### config.mk
export PLATFORM = sky130hd
export DESIGN_NAME = cpuCore
export DESIGN_NICKNAME = d
export VERILOG_FILES = /design/src/design/isaPkg.sv /design/src/design/instrDecode.sv /design/src/design/executeInstruction.sv /design/src/design/resultWriteback.sv /design/src/design/cpuCore.sv
export VERILOG_INCLUDE_DIRS = /design/src /design/src/include
export SDC_FILE = /design/constraint.sdc
export NUM_CORES = 1
export LEC_CHECK = 0
export BUFFER_PORTS_ARGS = -buffer_cell sky130_fd_sc_hd__buf_2
export CELL_PAD_IN_SITES_DETAIL_PLACEMENT = 0
export CELL_PAD_IN_SITES_GLOBAL_PLACEMENT = 1
export CORE_ASPECT_RATIO = 0.8
export CORE_MARGIN = 2
export CORE_UTILIZATION = 35
export CTS_BUF_LIST = sky130_fd_sc_hd__clkbuf_2
export CTS_CLUSTER_SIZE = 28
export DETAILED_ROUTE_END_ITERATION = 6
export PLACE_DENSITY_LB_ADDON = 0.12
export SYNTH_ARGS = -nofsm -noshare
export SYNTH_HDL_FRONTEND = slang
export SYNTH_SLANG_ARGS = --single-unit
export TNS_END_PERCENT = 30
### constraint.sdc
create_clock -name clk -period 4.95 [get_ports clk]
set_clock_uncertainty 0.2 [all_clocks]
set_input_delay 0 -clock clk [delete_from_list [all_inputs] [get_ports clk]]
set_output_delay 0 -clock clk [all_outputs]
set_load 0.05 [all_outputs]
### src/include/isa_params.svh
//############################
// ISA constants for the 16-bit
// execute slice
//############################
`ifndef ISA_PARAMS_SVH
`define ISA_PARAMS_SVH

// Data and instruction word width
`define WORD_W 16
// Register file size
`define NUM_REGS 8
// JAL and JALR link target
`define LINK_REG 3'd7

// Immediate group
`define OP_ADDI 5'b01000
`define OP_SUBI 5'b01001
`define OP_XORI 5'b01010
`define OP_ANDNI 5'b01011
// Load byte immediate
`define OP_LBI 5'b11000
// Register ALU group, function field picks the operation
`define OP_ALUR 5'b11011
// Branches on rs
`define OP_BEQZ 5'b01100
`define OP_BNEZ 5'b01101
`define OP_BLTZ 5'b01110
`define OP_BGEZ 5'b01111
// Jumps
`define OP_J 5'b00100
`define OP_JR 5'b00101
`define OP_JAL 5'b00110
`define OP_JALR 5'b00111
`define OP_NOP 5'b00001

// Function field of the register group
`define FN_ADD 2'b00
`define FN_SUB 2'b01
`define FN_XOR 2'b10
`define FN_ANDN 2'b11

`endif

### src/design/isaPkg.sv
//############################
// Shared types of the execute
// slice
//############################
`default_nettype none

package isaPkg;

	// Register format: opcode, rs, rt, rd, function
	typedef struct packed {
		logic [4:0] opcode;
		logic [2:0] rs;
		logic [2:0] rt;
		logic [2:0] rd;
		logic [1:0] funct;
	} regViewT;

	// Immediate format: opcode, rs, rd, 5-bit immediate
	// imm8 and imm11 are just the low bits of the same word
	typedef struct packed {
		logic [4:0] opcode;
		logic [2:0] rs;
		logic [2:0] rd;
		logic [4:0] imm5;
	} immViewT;

	// One instruction word, two decodings
	typedef union packed {
		regViewT r;
		immViewT i;
	} instrWordT;

	// Immediate extension choice
	typedef enum logic [2:0] {
		IMM_ZE5 = 3'b000,
		IMM_ZE8 = 3'b001,
		IMM_SE5 = 3'b010,
		IMM_SE8 = 3'b100,
		IMM_SE11 = 3'b110
	} immSelT;

	// ALU operation, applied after the operand inversions
	typedef enum logic [1:0] {
		ALU_ADD = 2'b00,
		ALU_XOR = 2'b01,
		ALU_ANDN = 2'b10,
		ALU_PASSA = 2'b11
	} aluOpT;

endpackage

`default_nettype wire

### src/design/instrDecode.sv
//############################
// Instruction decoder
// Opcode and function to control levels
//############################
`timescale 1ns/1ps
`default_nettype none
`include "isa_params.svh"

module instrDecode (
	input wire isaPkg::instrWordT instr,
	input wire instrValid,
	output isaPkg::immSelT immSel,
	output logic aluSrcReg,
	output logic invA,
	output logic invB,
	output logic cin,
	output isaPkg::aluOpT aluOp,
	output logic [2:0] dest,
	output logic regWrite,
	output logic linkWrite,
	output logic isBranch,
	output logic isJump,
	output logic isJumpReg
);
	import isaPkg::*;

	// Write enable before the valid gate
	logic writeEn;

	always_comb begin
		// Defaults describe an instruction that changes nothing
		immSel = IMM_SE5;
		aluSrcReg = 1'b0;
		invA = 1'b0;
		invB = 1'b0;
		cin = 1'b0;
		aluOp = ALU_ADD;
		dest = instr.i.rd;
		writeEn = 1'b0;
		linkWrite = 1'b0;
		isBranch = 1'b0;
		isJump = 1'b0;
		isJumpReg = 1'b0;
		case (instr.r.opcode)
			`OP_ALUR: begin
				aluSrcReg = 1'b1;
				dest = instr.r.rd;
				writeEn = 1'b1;
				case (instr.r.funct)
					`FN_ADD: aluOp = ALU_ADD;
					// rt - rs as B + ~A + 1
					`FN_SUB: begin
						invA = 1'b1;
						cin = 1'b1;
					end
					`FN_XOR: aluOp = ALU_XOR;
					// A & ~B
					default: begin
						invB = 1'b1;
						aluOp = ALU_ANDN;
					end
				endcase
			end
			`OP_ADDI: begin
				writeEn = 1'b1;
			end
			`OP_SUBI: begin
				invA = 1'b1;
				cin = 1'b1;
				writeEn = 1'b1;
			end
			// Logic immediates are zero extended
			`OP_XORI: begin
				immSel = IMM_ZE5;
				aluOp = ALU_XOR;
				writeEn = 1'b1;
			end
			`OP_ANDNI: begin
				immSel = IMM_ZE5;
				invB = 1'b1;
				aluOp = ALU_ANDN;
				writeEn = 1'b1;
			end
			// LBI writes its rs field
			`OP_LBI: begin
				immSel = IMM_SE8;
				aluOp = ALU_PASSA;
				dest = instr.r.rs;
				writeEn = 1'b1;
			end
			`OP_BEQZ, `OP_BNEZ, `OP_BLTZ, `OP_BGEZ: begin
				immSel = IMM_SE8;
				isBranch = 1'b1;
			end
			`OP_J: begin
				immSel = IMM_SE11;
				isJump = 1'b1;
			end
			`OP_JAL: begin
				immSel = IMM_SE11;
				isJump = 1'b1;
				linkWrite = 1'b1;
				dest = `LINK_REG;
				writeEn = 1'b1;
			end
			`OP_JR: begin
				isJumpReg = 1'b1;
				immSel = IMM_SE8;
			end
			`OP_JALR: begin
				isJumpReg = 1'b1;
				immSel = IMM_SE8;
				linkWrite = 1'b1;
				dest = `LINK_REG;
				writeEn = 1'b1;
			end
			// NOP and unused opcodes keep the defaults
			default: begin
				writeEn = 1'b0;
			end
		endcase
	end

	// No register write without an issued instruction
	assign regWrite = writeEn & instrValid;

	// Next-PC sources are exclusive for an issued instruction
	always_comb begin
		assert (!instrValid || $onehot0({isBranch, isJump, isJumpReg}))
			else $error("instrDecode: more than one PC source selected");
	end

endmodule

`default_nettype wire

### src/design/executeInstruction.sv
//############################
// Execute block: ALU, immediate
// extension and next PC
//############################
`timescale 1ns/1ps
`default_nettype none
`include "isa_params.svh"

module executeInstruction (
	input wire isaPkg::instrWordT instr,
	input wire [`WORD_W-1:0] regA,
	input wire [`WORD_W-1:0] regB,
	input wire [`WORD_W-1:0] pc,
	input wire isaPkg::immSelT immSel,
	input wire aluSrcReg,
	input wire invA,
	input wire invB,
	input wire cin,
	input wire isaPkg::aluOpT aluOp,
	input wire isBranch,
	input wire isJump,
	input wire isJumpReg,
	output logic [`WORD_W-1:0] aluOut,
	output logic [`WORD_W-1:0] updatedPc
);
	import isaPkg::*;

	// Extended immediates straight from the word
	logic [`WORD_W-1:0] zeroExt5, zeroExt8;
	logic [`WORD_W-1:0] signExt5, signExt8, signExt11;
	// Immediate picked by immSel
	logic [`WORD_W-1:0] extImm;
	// ALU operands before and after inversion
	logic [`WORD_W-1:0] srcA, srcB, opA, opB;
	// Branch decision and PC pieces
	logic branchTaken;
	logic [`WORD_W-1:0] pcPlus2, pcOffset;

	assign zeroExt5 = {11'b0, instr[4:0]};
	assign zeroExt8 = {8'b0, instr[7:0]};
	assign signExt5 = {{11{instr[4]}}, instr[4:0]};
	assign signExt8 = {{8{instr[7]}}, instr[7:0]};
	assign signExt11 = {{5{instr[10]}}, instr[10:0]};

	always_comb begin
		case (immSel)
			IMM_ZE5: extImm = zeroExt5;
			IMM_ZE8: extImm = zeroExt8;
			IMM_SE5: extImm = signExt5;
			IMM_SE8: extImm = signExt8;
			default: extImm = signExt11;
		endcase
	end

	// LBI carries its immediate through the A path
	assign srcA = (aluOp == ALU_PASSA) ? extImm : regA;
	// Second operand is rt or the immediate
	assign srcB = aluSrcReg ? regB : extImm;
	assign opA = srcA ^ {`WORD_W{invA}};
	assign opB = srcB ^ {`WORD_W{invB}};

	always_comb begin
		case (aluOp)
			ALU_ADD: aluOut = opA + opB + {{(`WORD_W-1){1'b0}}, cin};
			ALU_XOR: aluOut = opA ^ opB;
			// B already inverted by invB
			ALU_ANDN: aluOut = opA & opB;
			default: aluOut = opA;
		endcase
	end

	// Branches look at rs itself, not the ALU result
	always_comb begin
		case (instr.r.opcode)
			`OP_BEQZ: branchTaken = (regA == '0);
			`OP_BNEZ: branchTaken = (regA != '0);
			`OP_BLTZ: branchTaken = regA[`WORD_W-1];
			`OP_BGEZ: branchTaken = ~regA[`WORD_W-1];
			default: branchTaken = 1'b0;
		endcase
	end

	assign pcPlus2 = pc + `WORD_W'd2;

	// Offset added to PC+2: imm11 for jumps, imm8 for a taken branch
	always_comb begin
		if (isJump) begin
			pcOffset = signExt11;
		end else if (isBranch && branchTaken) begin
			pcOffset = signExt8;
		end else begin
			pcOffset = '0;
		end
	end

	// Register jumps are relative to rs, everything else to PC+2
	assign updatedPc = isJumpReg ? (regA + signExt8) : (pcPlus2 + pcOffset);

endmodule

`default_nettype wire

### src/design/resultWriteback.sv
//############################
// Register file and registered
// writeback report
//############################
`timescale 1ns/1ps
`default_nettype none
`include "isa_params.svh"

module resultWriteback (
	input wire clk,
	input wire rstN,
	input wire instrValid,
	input wire [2:0] rs,
	input wire [2:0] rt,
	input wire [2:0] dest,
	input wire regWrite,
	input wire linkWrite,
	input wire [`WORD_W-1:0] aluOut,
	input wire [`WORD_W-1:0] pc,
	input wire [`WORD_W-1:0] updatedPc,
	output logic [`WORD_W-1:0] regA,
	output logic [`WORD_W-1:0] regB,
	output logic wbValid,
	output logic wbWrite,
	output logic [2:0] wbReg,
	output logic [`WORD_W-1:0] wbData,
	output logic [`WORD_W-1:0] pcNext
);

	logic [`WORD_W-1:0] regs [`NUM_REGS];
	// Value headed for dest this cycle
	logic [`WORD_W-1:0] writeValue;

	// Two asynchronous read ports
	assign regA = regs[rs];
	assign regB = regs[rt];

	// Links store the return address
	assign writeValue = linkWrite ? (pc + `WORD_W'd2) : aluOut;

	// Write lands on the same edge the report registers,
	// so a back-to-back reader sees it
	always_ff @(posedge clk) begin
		if (!rstN) begin
			for (int i = 0; i < `NUM_REGS; i++) begin
				regs[i] <= '0;
			end
		end else if (regWrite) begin
			regs[dest] <= writeValue;
		end
	end

	// Control part of the report
	always_ff @(posedge clk) begin
		if (!rstN) begin
			wbValid <= 1'b0;
			wbWrite <= 1'b0;
			pcNext <= '0;
		end else begin
			wbValid <= instrValid;
			wbWrite <= regWrite;
			if (instrValid) begin
				pcNext <= updatedPc;
			end
		end
	end

	// Payload holds its value between instructions
	always_ff @(posedge clk) begin
		if (instrValid) begin
			wbReg <= dest;
			wbData <= writeValue;
		end
	end

	// A reported write always belongs to a reported instruction
	wbWriteHasValid: assert property (@(posedge clk) disable iff (!rstN)
		wbWrite |-> wbValid);

	// Decode routes every link write to the link register
	linkToR7: assert property (@(posedge clk) disable iff (!rstN)
		(instrValid && linkWrite) |=> (wbWrite && wbReg == `LINK_REG));

endmodule

`default_nettype wire

### src/design/cpuCore.sv
//############################
// Execute slice top level
//############################
`timescale 1ns/1ps
`default_nettype none
`include "isa_params.svh"

module cpuCore (
	input wire clk,
	input wire rstN,
	input wire instrValid,
	input wire [`WORD_W-1:0] instr,
	input wire [`WORD_W-1:0] pc,
	output logic wbValid,
	output logic wbWrite,
	output logic [2:0] wbReg,
	output logic [`WORD_W-1:0] wbData,
	output logic [`WORD_W-1:0] pcNext
);
	import isaPkg::*;

	// Instruction seen through its field views
	instrWordT instrWord;
	// Register read data
	logic [`WORD_W-1:0] regA, regB;
	// Decode controls
	immSelT immSel;
	aluOpT aluOp;
	logic aluSrcReg, invA, invB, cin;
	logic [2:0] dest;
	logic regWrite, linkWrite;
	logic isBranch, isJump, isJumpReg;
	// Execute results
	logic [`WORD_W-1:0] aluOut, updatedPc;

	assign instrWord = instr;

	instrDecode decode (
		.instr(instrWord), .instrValid(instrValid),
		.immSel(immSel), .aluSrcReg(aluSrcReg),
		.invA(invA), .invB(invB), .cin(cin), .aluOp(aluOp),
		.dest(dest), .regWrite(regWrite), .linkWrite(linkWrite),
		.isBranch(isBranch), .isJump(isJump), .isJumpReg(isJumpReg)
	);

	executeInstruction execute (
		.instr(instrWord), .regA(regA), .regB(regB), .pc(pc),
		.immSel(immSel), .aluSrcReg(aluSrcReg),
		.invA(invA), .invB(invB), .cin(cin), .aluOp(aluOp),
		.isBranch(isBranch), .isJump(isJump), .isJumpReg(isJumpReg),
		.aluOut(aluOut), .updatedPc(updatedPc)
	);

	// rt read port uses the register view, rs is shared by both views
	resultWriteback writeback (
		.clk(clk), .rstN(rstN), .instrValid(instrValid),
		.rs(instrWord.r.rs), .rt(instrWord.r.rt), .dest(dest),
		.regWrite(regWrite), .linkWrite(linkWrite),
		.aluOut(aluOut), .pc(pc), .updatedPc(updatedPc),
		.regA(regA), .regB(regB),
		.wbValid(wbValid), .wbWrite(wbWrite), .wbReg(wbReg),
		.wbData(wbData), .pcNext(pcNext)
	);

endmodule

`default_nettype wire

==> flow_summary.json, run 1 <==
{
  "path_cells": "mux4_1 -> mux2_2 -> or4b_4 -> nor4_4 -> buf_4 -> mux2i_4 -> nand2_2 -> and2_4 -> ha_4 -> a21o_1 -> a21o_1 -> a2111oi_4 -> nor3_2 -> nor3_2 -> o41ai_2 -> a21o_1 -> a21oi_2 -> xnor2_1 -> o32ai_1",
  "cp-start-kind": "register",
  "layout_commonest_cell": "nor2_1",
  "worstMarginPinSlew_ps": 1070,
  "grt_pass1_wl_um": 64330,
  "clockBufferDepth": 2,
  "fmax_mhz": 204.5,
  "r2r-start": "writeback.regs[6][12]",
  "status": "finished clean",
  "reg2reg_depth": 19,
  "fp.coreArea_um2": 32780,
  "cp.arrival_ps": 5520,
  "whs_endpoint": "writeback.pcNext[5]",
  "dp.final_hpwl_um": 30930,
  "r2r_slack_ps": 60,
  "synth_edf_count": 147,
  "viasPerCell": 5.648,
  "async_flop_share_pct": 0,
  "vias": 10020,
  "maxCapViolCount": 0,
  "max_stage_delay_ps": 560,
  "fin_nets": 1417,
  "critical_path_buf_inv_count": 1,
  "clock_sink_count": 165,
  "grt_pass1_vias": 9619,
  "whs_path_depth": 7,
  "synth_top_area_share_pct": 37.61,
  "avgSynthCellArea_um2": 10.54,
  "area_delta_synth_final_pct": 23.49,
  "fillers": 3161,
  "wl_per_cell_um": 24.57,
  "grt_max_degree": 52,
  "numPortBuffers": 71,
  "fin_cells": 1774,
  "cts-root-buf": "clkbuf_2",
  "irDropWorstVdd_v": 0.0001970,
  "clkSlewWorstSetupHoldPaths_ps": 340,
  "synthDistinctLibCells": 74,
  "p_per_area_nw_per_um2": 285.7,
  "relSlewSlack_pct": 28.49,
  "synth_area_leaders": "edfxtp_1 (38%), mux4_2 (9.6%), nor2_1 (5.7%), ha_1 (5.0%), xnor2_1 (3.6%)",
  "htree_levels": 4,
  "period_minus_slack_ps": 4890,
  "crit_type": "reg2reg",
  "rr_endpoint": "writeback.pcNext[15]",
  "pin_count": 72,
  "synth_cells": 1114,
  "synth_area_um2": 11740,
  "critPathSlowestCell": "or4b_4",
  "path_delay_family": "compound AO/OA/AOI/OAI gates",
  "drive_above_1_share_pct": 25.72,
  "rows": 59,
  "min_period_over_period_pct": 98.80,
  "p_leak_nw": 5.984,
  "dieArea_um2": 35030,
  "yosysSeqAreaShare_pct": 40.68,
  "drt_wl_total_um": 43580,
  "multi_input_area_um2": 6671,
  "die_w_um": 208.7,
  "cts_tree": "built",
  "min_path_type": "in2reg",
  "synth_area_leader_cell": "edfxtp_1",
  "antenna_found_initial": 1,
  "tns_ps": 0,
  "numCtsBuffers": 17,
  "drt_pass1_iterations": 5,
  "worstHoldStart": "instr[5]",
  "dp_cells": 1664,
  "yosysWarnings": 0,
  "place_congestion": 0.8047,
  "ys.flop_type": "edfxtp_1",
  "drc": 0,
  "seqCellArea_um2": 4775,
  "crit_top_cell": "a21o_1",
  "die_h_um": 167.8,
  "initial_core_util_pct": 35.81,
  "rsz0062_at_grt": "true",
  "required_ps": 5580,
  "syn_nets": 1199,
  "grt_overflow": 0,
  "slew_viol_final": 0,
  "setup_viol": 0,
  "layout_common_cells": "nor2_1 (178), edfxtp_1 (147), buf_4 (120), nand2_1 (73)",
  "grt_usage_pct": 25.18,
  "clk_latency_ps": 880,
  "drtIter0Drc": 1009,
  "finalHoldViolCount": 0,
  "synth_seq_cells": 165,
  "crit_fanout": 3,
  "ant_nets": 0,
  "cp-end-kind": "register"
}
[synthesized netlist by cell type, types with 3 or more instances]
| master | n |
|---|---|
| or3_1 | 13 |
| buf_2 | 8 |
| nor2_1 | 179 |
| mux2i_1 | 22 |
| nand3b_1 | 3 |
| a211oi_1 | 14 |
| buf_1 | 9 |
| fa_1 | 3 |
| nand4_1 | 4 |
| and2_1 | 10 |
| o21a_1 | 5 |
| mux4_2 | 50 |
| a31o_2 | 5 |
| mux2_2 | 15 |
| inv_1 | 39 |
| dfxtp_1 | 18 |
| mux4_1 | 14 |
| nor3b_1 | 3 |
| nand2_1 | 74 |
| a21oi_1 | 46 |
| o31ai_1 | 7 |
| a31oi_1 | 6 |
| nand3_1 | 29 |
| and3_1 | 11 |
| a221o_1 | 8 |
| nor3_1 | 25 |
| o211ai_1 | 5 |
| a21o_1 | 22 |
| a221oi_1 | 11 |
| o21bai_1 | 3 |
| o21ai_1 | 4 |
| nand2b_1 | 8 |
| clkbuf_1 | 50 |
| ha_1 | 47 |
| a311oi_1 | 6 |
| xor2_1 | 26 |
| edfxtp_1 | 147 |
| o21ai_0 | 60 |
| nor2b_1 | 11 |
| xnor2_1 | 48 |
[tightest hold or removal path: stages]
cell,delay [ps]
buf_2,100
buf_12,270
buf_4,270
ha_1,220
xnor2_1,130
nand2_1,80
a311oi_1,80
[metrics by stage]
| stage | cell area [µm²] | hold WS (ps) | utilization, % | setup WS [ps] | power [mW] |
|---|---|---|---|---|---|
| final | 14500 | 92.77 | 44.22 | 59.61 | 4.142 |
| after global routing | 14490 | 72.43 | 44.22 | -205.3 | 4.341 |
| after CTS | 14380 | 5.592 | 43.88 | 25.00 | 4.144 |
| after detailed placement | 13340 | 242.4 | 40.70 | -272.8 | 3.233 |
| after global placement | 13340 | 241.0 | 40.70 | -193.3 | 3.233 |
| after floorplan | 11750 | -87.50 | - | 27.84 | 2.647 |
[layout make-up]
cell class / count / area share [%]
timing repair buffer: 268 / 14.40
clock inverter: 14 / 1.260
clock buffer: 18 / 0.6215
tap: 427 / 3.686
sequential: 165 / 32.94
antenna: 2 / 0.03453
multi-input combinational: 840 / 46.02
inverter: 40 / 1.036
[worst max path at each step]
stage | from | slack, ps | cells after the start | endpoint
after floorplan | writeback.regs[5][12] | 30 | 18 | writeback.pcNext[15]
after global placement | instr[8] | -190 | 21 | writeback.pcNext[15]
after detailed placement | writeback.regs[3][5] | -270 | 19 | writeback.pcNext[15]
after CTS | writeback.regs[1][12] | 30 | 19 | writeback.pcNext[15]
after global routing | writeback.regs[3][4] | -210 | 21 | writeback.pcNext[15]
final | writeback.regs[6][12] | 60 | 19 | writeback.pcNext[15]
[where the power goes]
part / internal (mW) / switching, mW / leakage [nW]
sequential: 1.62 / 0.0338 / 1.66
clock: 0.264 / 0.581 / 0.165
combinational: 0.627 / 1.02 / 4.16
total: 2.51 / 1.63 / 5.98
[sequential cells by signal, summed over array words and instances (netlist names)]
name,flops
writeback.wbWrite,1
writeback.pcNext,16
writeback.wbReg,3
writeback.wbValid,1
writeback.regs,128
writeback.wbData,16
[routing by layer]
layer  wire length, µm  GRT usage, %  part of all wire, %
met5                 0             0                    0
met4               697         5.932                  1.6
met3              3716         5.969                  8.5
met2             18400         36.35                   42
met1             20760         37.96                   48
[kinds of logic (layout without fill, tap and decap cells)]
group	count (synthesis)	after routing	share of synthesized area, %
simple gates	384	384	14.91
compound gates	231	231	13.55
flops	165	165	40.68
buf+inv	109	340	3.774
mux	101	101	16.04
xor+xnor	74	74	5.522
fa+ha+maj	50	50	5.522
other cells	0	2	0
[repair_timing]
item,in CTS,in global routing
endpoints found under the setup margin,8,11
hold endpoints to repair,267,0
pin swaps,2,25
setup buffers,0,6
resized for setup,11,24
hold buffers,71,0
Note: power is estimated with default switching activity, not from simulation.
==> run 2, diff against run 1 <==
--- a/config.mk
+++ b/config.mk
@@ -18,5 +18,6 @@
 export PLACE_DENSITY_LB_ADDON = 0.12
 export SYNTH_ARGS = -nofsm -noshare
 export SYNTH_HDL_FRONTEND = slang
+export SYNTH_HIERARCHICAL = 1
 export SYNTH_SLANG_ARGS = --single-unit
 export TNS_END_PERCENT = 30
==> run 2 against run 1 <==
Effect of this change: the run now ends with negative hold slack, negative setup slack left; global-route usage is 1.9 points lower; fmax is 6.3% lower; sequential share of layout area is 1.3 points lower; combinational power is 3% higher; largest cell class unchanged; highest routed layer unchanged.
==> flow_summary.json, run 2 <==
{
  "status": "finished with violations",
  "violations": "negative hold slack, negative setup slack",
  "clk_latency_ps": 860,
  "reg2reg_depth": 26,
  "synth_most_common_cell": "edfxtp_1",
  "yosysWarnings": 6,
  "synth_seq_cells": 165,
  "min_path_type": "in2reg",
  "holdWs_ps": -560.6,
  "cp-end-kind": "register",
  "cp.arrival_ps": 5830,
  "grt_usage_pct": 23.29,
  "rr_endpoint": "writeback/pcNext[15]",
  "drt_pass1_iterations": 5,
  "synth_edf_count": 147,
  "pre_cts_ws_ps": -658.5,
  "r2r_slack_ps": -270,
  "synth_area_leaders": "edfxtp_1 (36%), mux4_2 (12%), ha_1 (6.2%), nor2_1 (4.3%), xnor2_1 (3.6%)",
  "whs_path_depth": 2,
  "p_per_area_nw_per_um2": 276.0,
  "crit_type": "reg2reg",
  "ys.flop_type": "edfxtp_1",
  "clkSlewWorstSetupHoldPaths_ps": 280,
  "rsz0062_at_grt": "true",
  "finalHoldViolCount": 14,
  "p_sw_share_pct": 38.66,
  "cts_hold_buf": 53,
  "synthDistinctLibCells": 82,
  "synth_cells": 1137,
  "synth_common_cells": "edfxtp_1 (147), nor2_1 (142), a21oi_1 (75)",
  "cts-root-buf": "clkbuf_2",
  "avgSynthCellArea_um2": 10.80,
  "synth_area_leader_cell": "edfxtp_1",
  "cp-start-kind": "register",
  "clock_sink_count": 165,
  "grt_overflow": 0,
  "switchingPower_mw": 1.612,
  "r2r-start": "writeback/regs[6][12]",
  "setup_viol": 8,
  "fin_nets": 1449,
  "async_flop_share_pct": 0,
  "fmax_mhz": 191.6,
  "slew_viol_final": 0,
  "antenna_found_initial": 1,
  "layout_commonest_cell": "edfxtp_1",
  "pin_count": 72,
  "cts_tree": "built",
  "power_frac_seq_pct": 39.7,
  "top_register": "writeback/regs",
  "worstHoldStart": "rstN",
  "die_w_um": 213.5,
  "initial_core_util_pct": 35.45,
  "pwr-share-clk_pct": 19.4,
  "die_h_um": 171.6,
  "dieArea_um2": 36620,
  "min_period_over_period_pct": 105.5,
  "drtIter0Drc": 818,
  "drive_above_1_share_pct": 30.40,
  "top_regs": "writeback/regs (128), writeback/pcNext (16), writeback/wbData (16)",
  "drc": 0,
  "viasPerCell": 5.403,
  "comb_power_share_pct": 40.9,
  "irDropWorstVdd_v": 0.0001838,
  "grt_max_degree": 37,
  "setup_ws_ps": -270.2,
  "fillers": 3394,
  "area_delta_synth_final_pct": 22.95,
  "crit_fanout": 3,
  "synth_area_um2": 12280,
  "p_leak_nw": 6.046,
  "dp.final_hpwl_um": 30100,
  "required_ps": 5560,
  "worstMarginPinSlew_ps": 1146,
  "layout_common_cells": "edfxtp_1 (147), nor2_1 (140), buf_4 (125), a21oi_1 (72), buf_2 (71)",
  "syn_nets": 1237,
  "numPortBuffers": 71,
  "grt_pass1_wl_um": 61600,
  "synth_top_area_share_pct": 35.93,
  "clockBufferDepth": 2,
  "rows": 61,
  "grt_pass1_vias": 9707,
  "place_congestion": 0.8745,
  "maxCapViolCount": 0,
  "relSlewSlack_pct": 23.40,
  "p_int_mw": 2.557,
  "wl_per_cell_um": 22.63,
  "yosysSeqAreaShare_pct": 38.87,
  "htree_levels": 4,
  "drt_wl_total_um": 41610,
  "whs_endpoint": "writeback/pcNext[5]",
  "ant_nets": 0,
  "period_minus_slack_ps": 5220,
  "finalPower_mw": 4.168,
  "fp.coreArea_um2": 34650,
  "vias": 9936,
  "numCtsBuffers": 17,
  "largest_register_ffs": 128
}
[run 2: power by group through the flow]
stage               sequential (mW)  clock (mW)  combinational (mW)
floorplan                      1.84           0               0.880
global placement               1.69           0                1.63
detailed placement             1.69           0                1.62
CTS                            1.66       0.840                1.68
global route                   1.67       0.887                1.84
finish                         1.66       0.807                1.70
[run 2: logic make-up after synthesis]
group | share of synthesized area, %
simple gates | 14.81
compound gates | 11.51
flops | 38.87
mux | 18.99
buf+inv | 3.738
xor+xnor | 5.195
fa+ha+maj | 6.865
other cells | 0.03053
[run 2: how the worst max path moves through the flow]
stage / startpoint / to / slack [ps] / cells after the start
after floorplan: instr[8] / writeback/pcNext[15] / 60 / 25
after global placement: instr[8] / writeback/pcNext[15] / -630 / 27
after detailed placement: instr[8] / writeback/pcNext[15] / -660 / 27
after CTS: writeback/regs[6][0] / writeback/pcNext[14] / -230 / 24
after global routing: writeback/regs[6][12] / writeback/pcNext[15] / -480 / 26
final: writeback/regs[6][12] / writeback/pcNext[15] / -270 / 26
[run 2: metal layers]
layer  up-vias  wire [µm]  track usage, %
li1       4690          -               -
met1      4964      21070           35.42
met2       258      17920           34.49
met3        24       2176           3.962
met4         0        442           4.952
met5         -          0               0
[run 2: timing repair]
item / 4_1_cts / 5_1_grt
setup buffers: 5 / 1
pin swaps: 22 / 24
setup endpoints to repair: 13 / 69
gates resized for setup: 30 / 36
hold endpoints to repair: 245 / 16
[run 2: worst max-delay path: stages, from the launching register on]
cell and delay [ps]:
edfxtp_1 460, mux4_2 490, mux2_4 310, nor4_4 290, buf_4 160, nand4_1 210
buf_4 230, o21ai_2 140, xnor2_1 90, nor2_1 130, nor2_2 70, buf_4 150
buf_6 110, nor2b_4 120, ha_4 150, ha_4 140, inv_2 40, fa_2 360
nor2b_4 130, nor3_2 50, o21bai_2 260, a31oi_4 170, o31ai_4 280, xnor2_1 100
o22a_1 160, mux2i_1 130, nor2b_1 60
[run 2: cell type report]
type	count	area, µm²	share of cell area, %
Clock buffer	19	95.09	0.6296
Timing Repair Buffer	258	1969	13.04
Sequential cell	165	4775	31.61
Antenna cell	5	12.51	0.08284
Inverter	37	141.4	0.9361
Tap cell	472	590.6	3.910
Clock inverter	13	145.1	0.9610
Multi-Input combinational cell	870	7375	48.83
[run 2: stage by stage]
step	instance area [µm²]	setup TNS, ps	std cells	hold slack (ps)	util (%)
floorplan	12290	0	1137	-87.50	-
global placement	13940	-3656	1743	262.8	40.23
detailed placement	13940	-4181	1743	258.1	40.23
CTS	14890	-2287	1833	-658.4	42.98
global route	15100	-3176	1839	-590.9	43.59
finish	15100	-1313	1839	-560.6	43.59
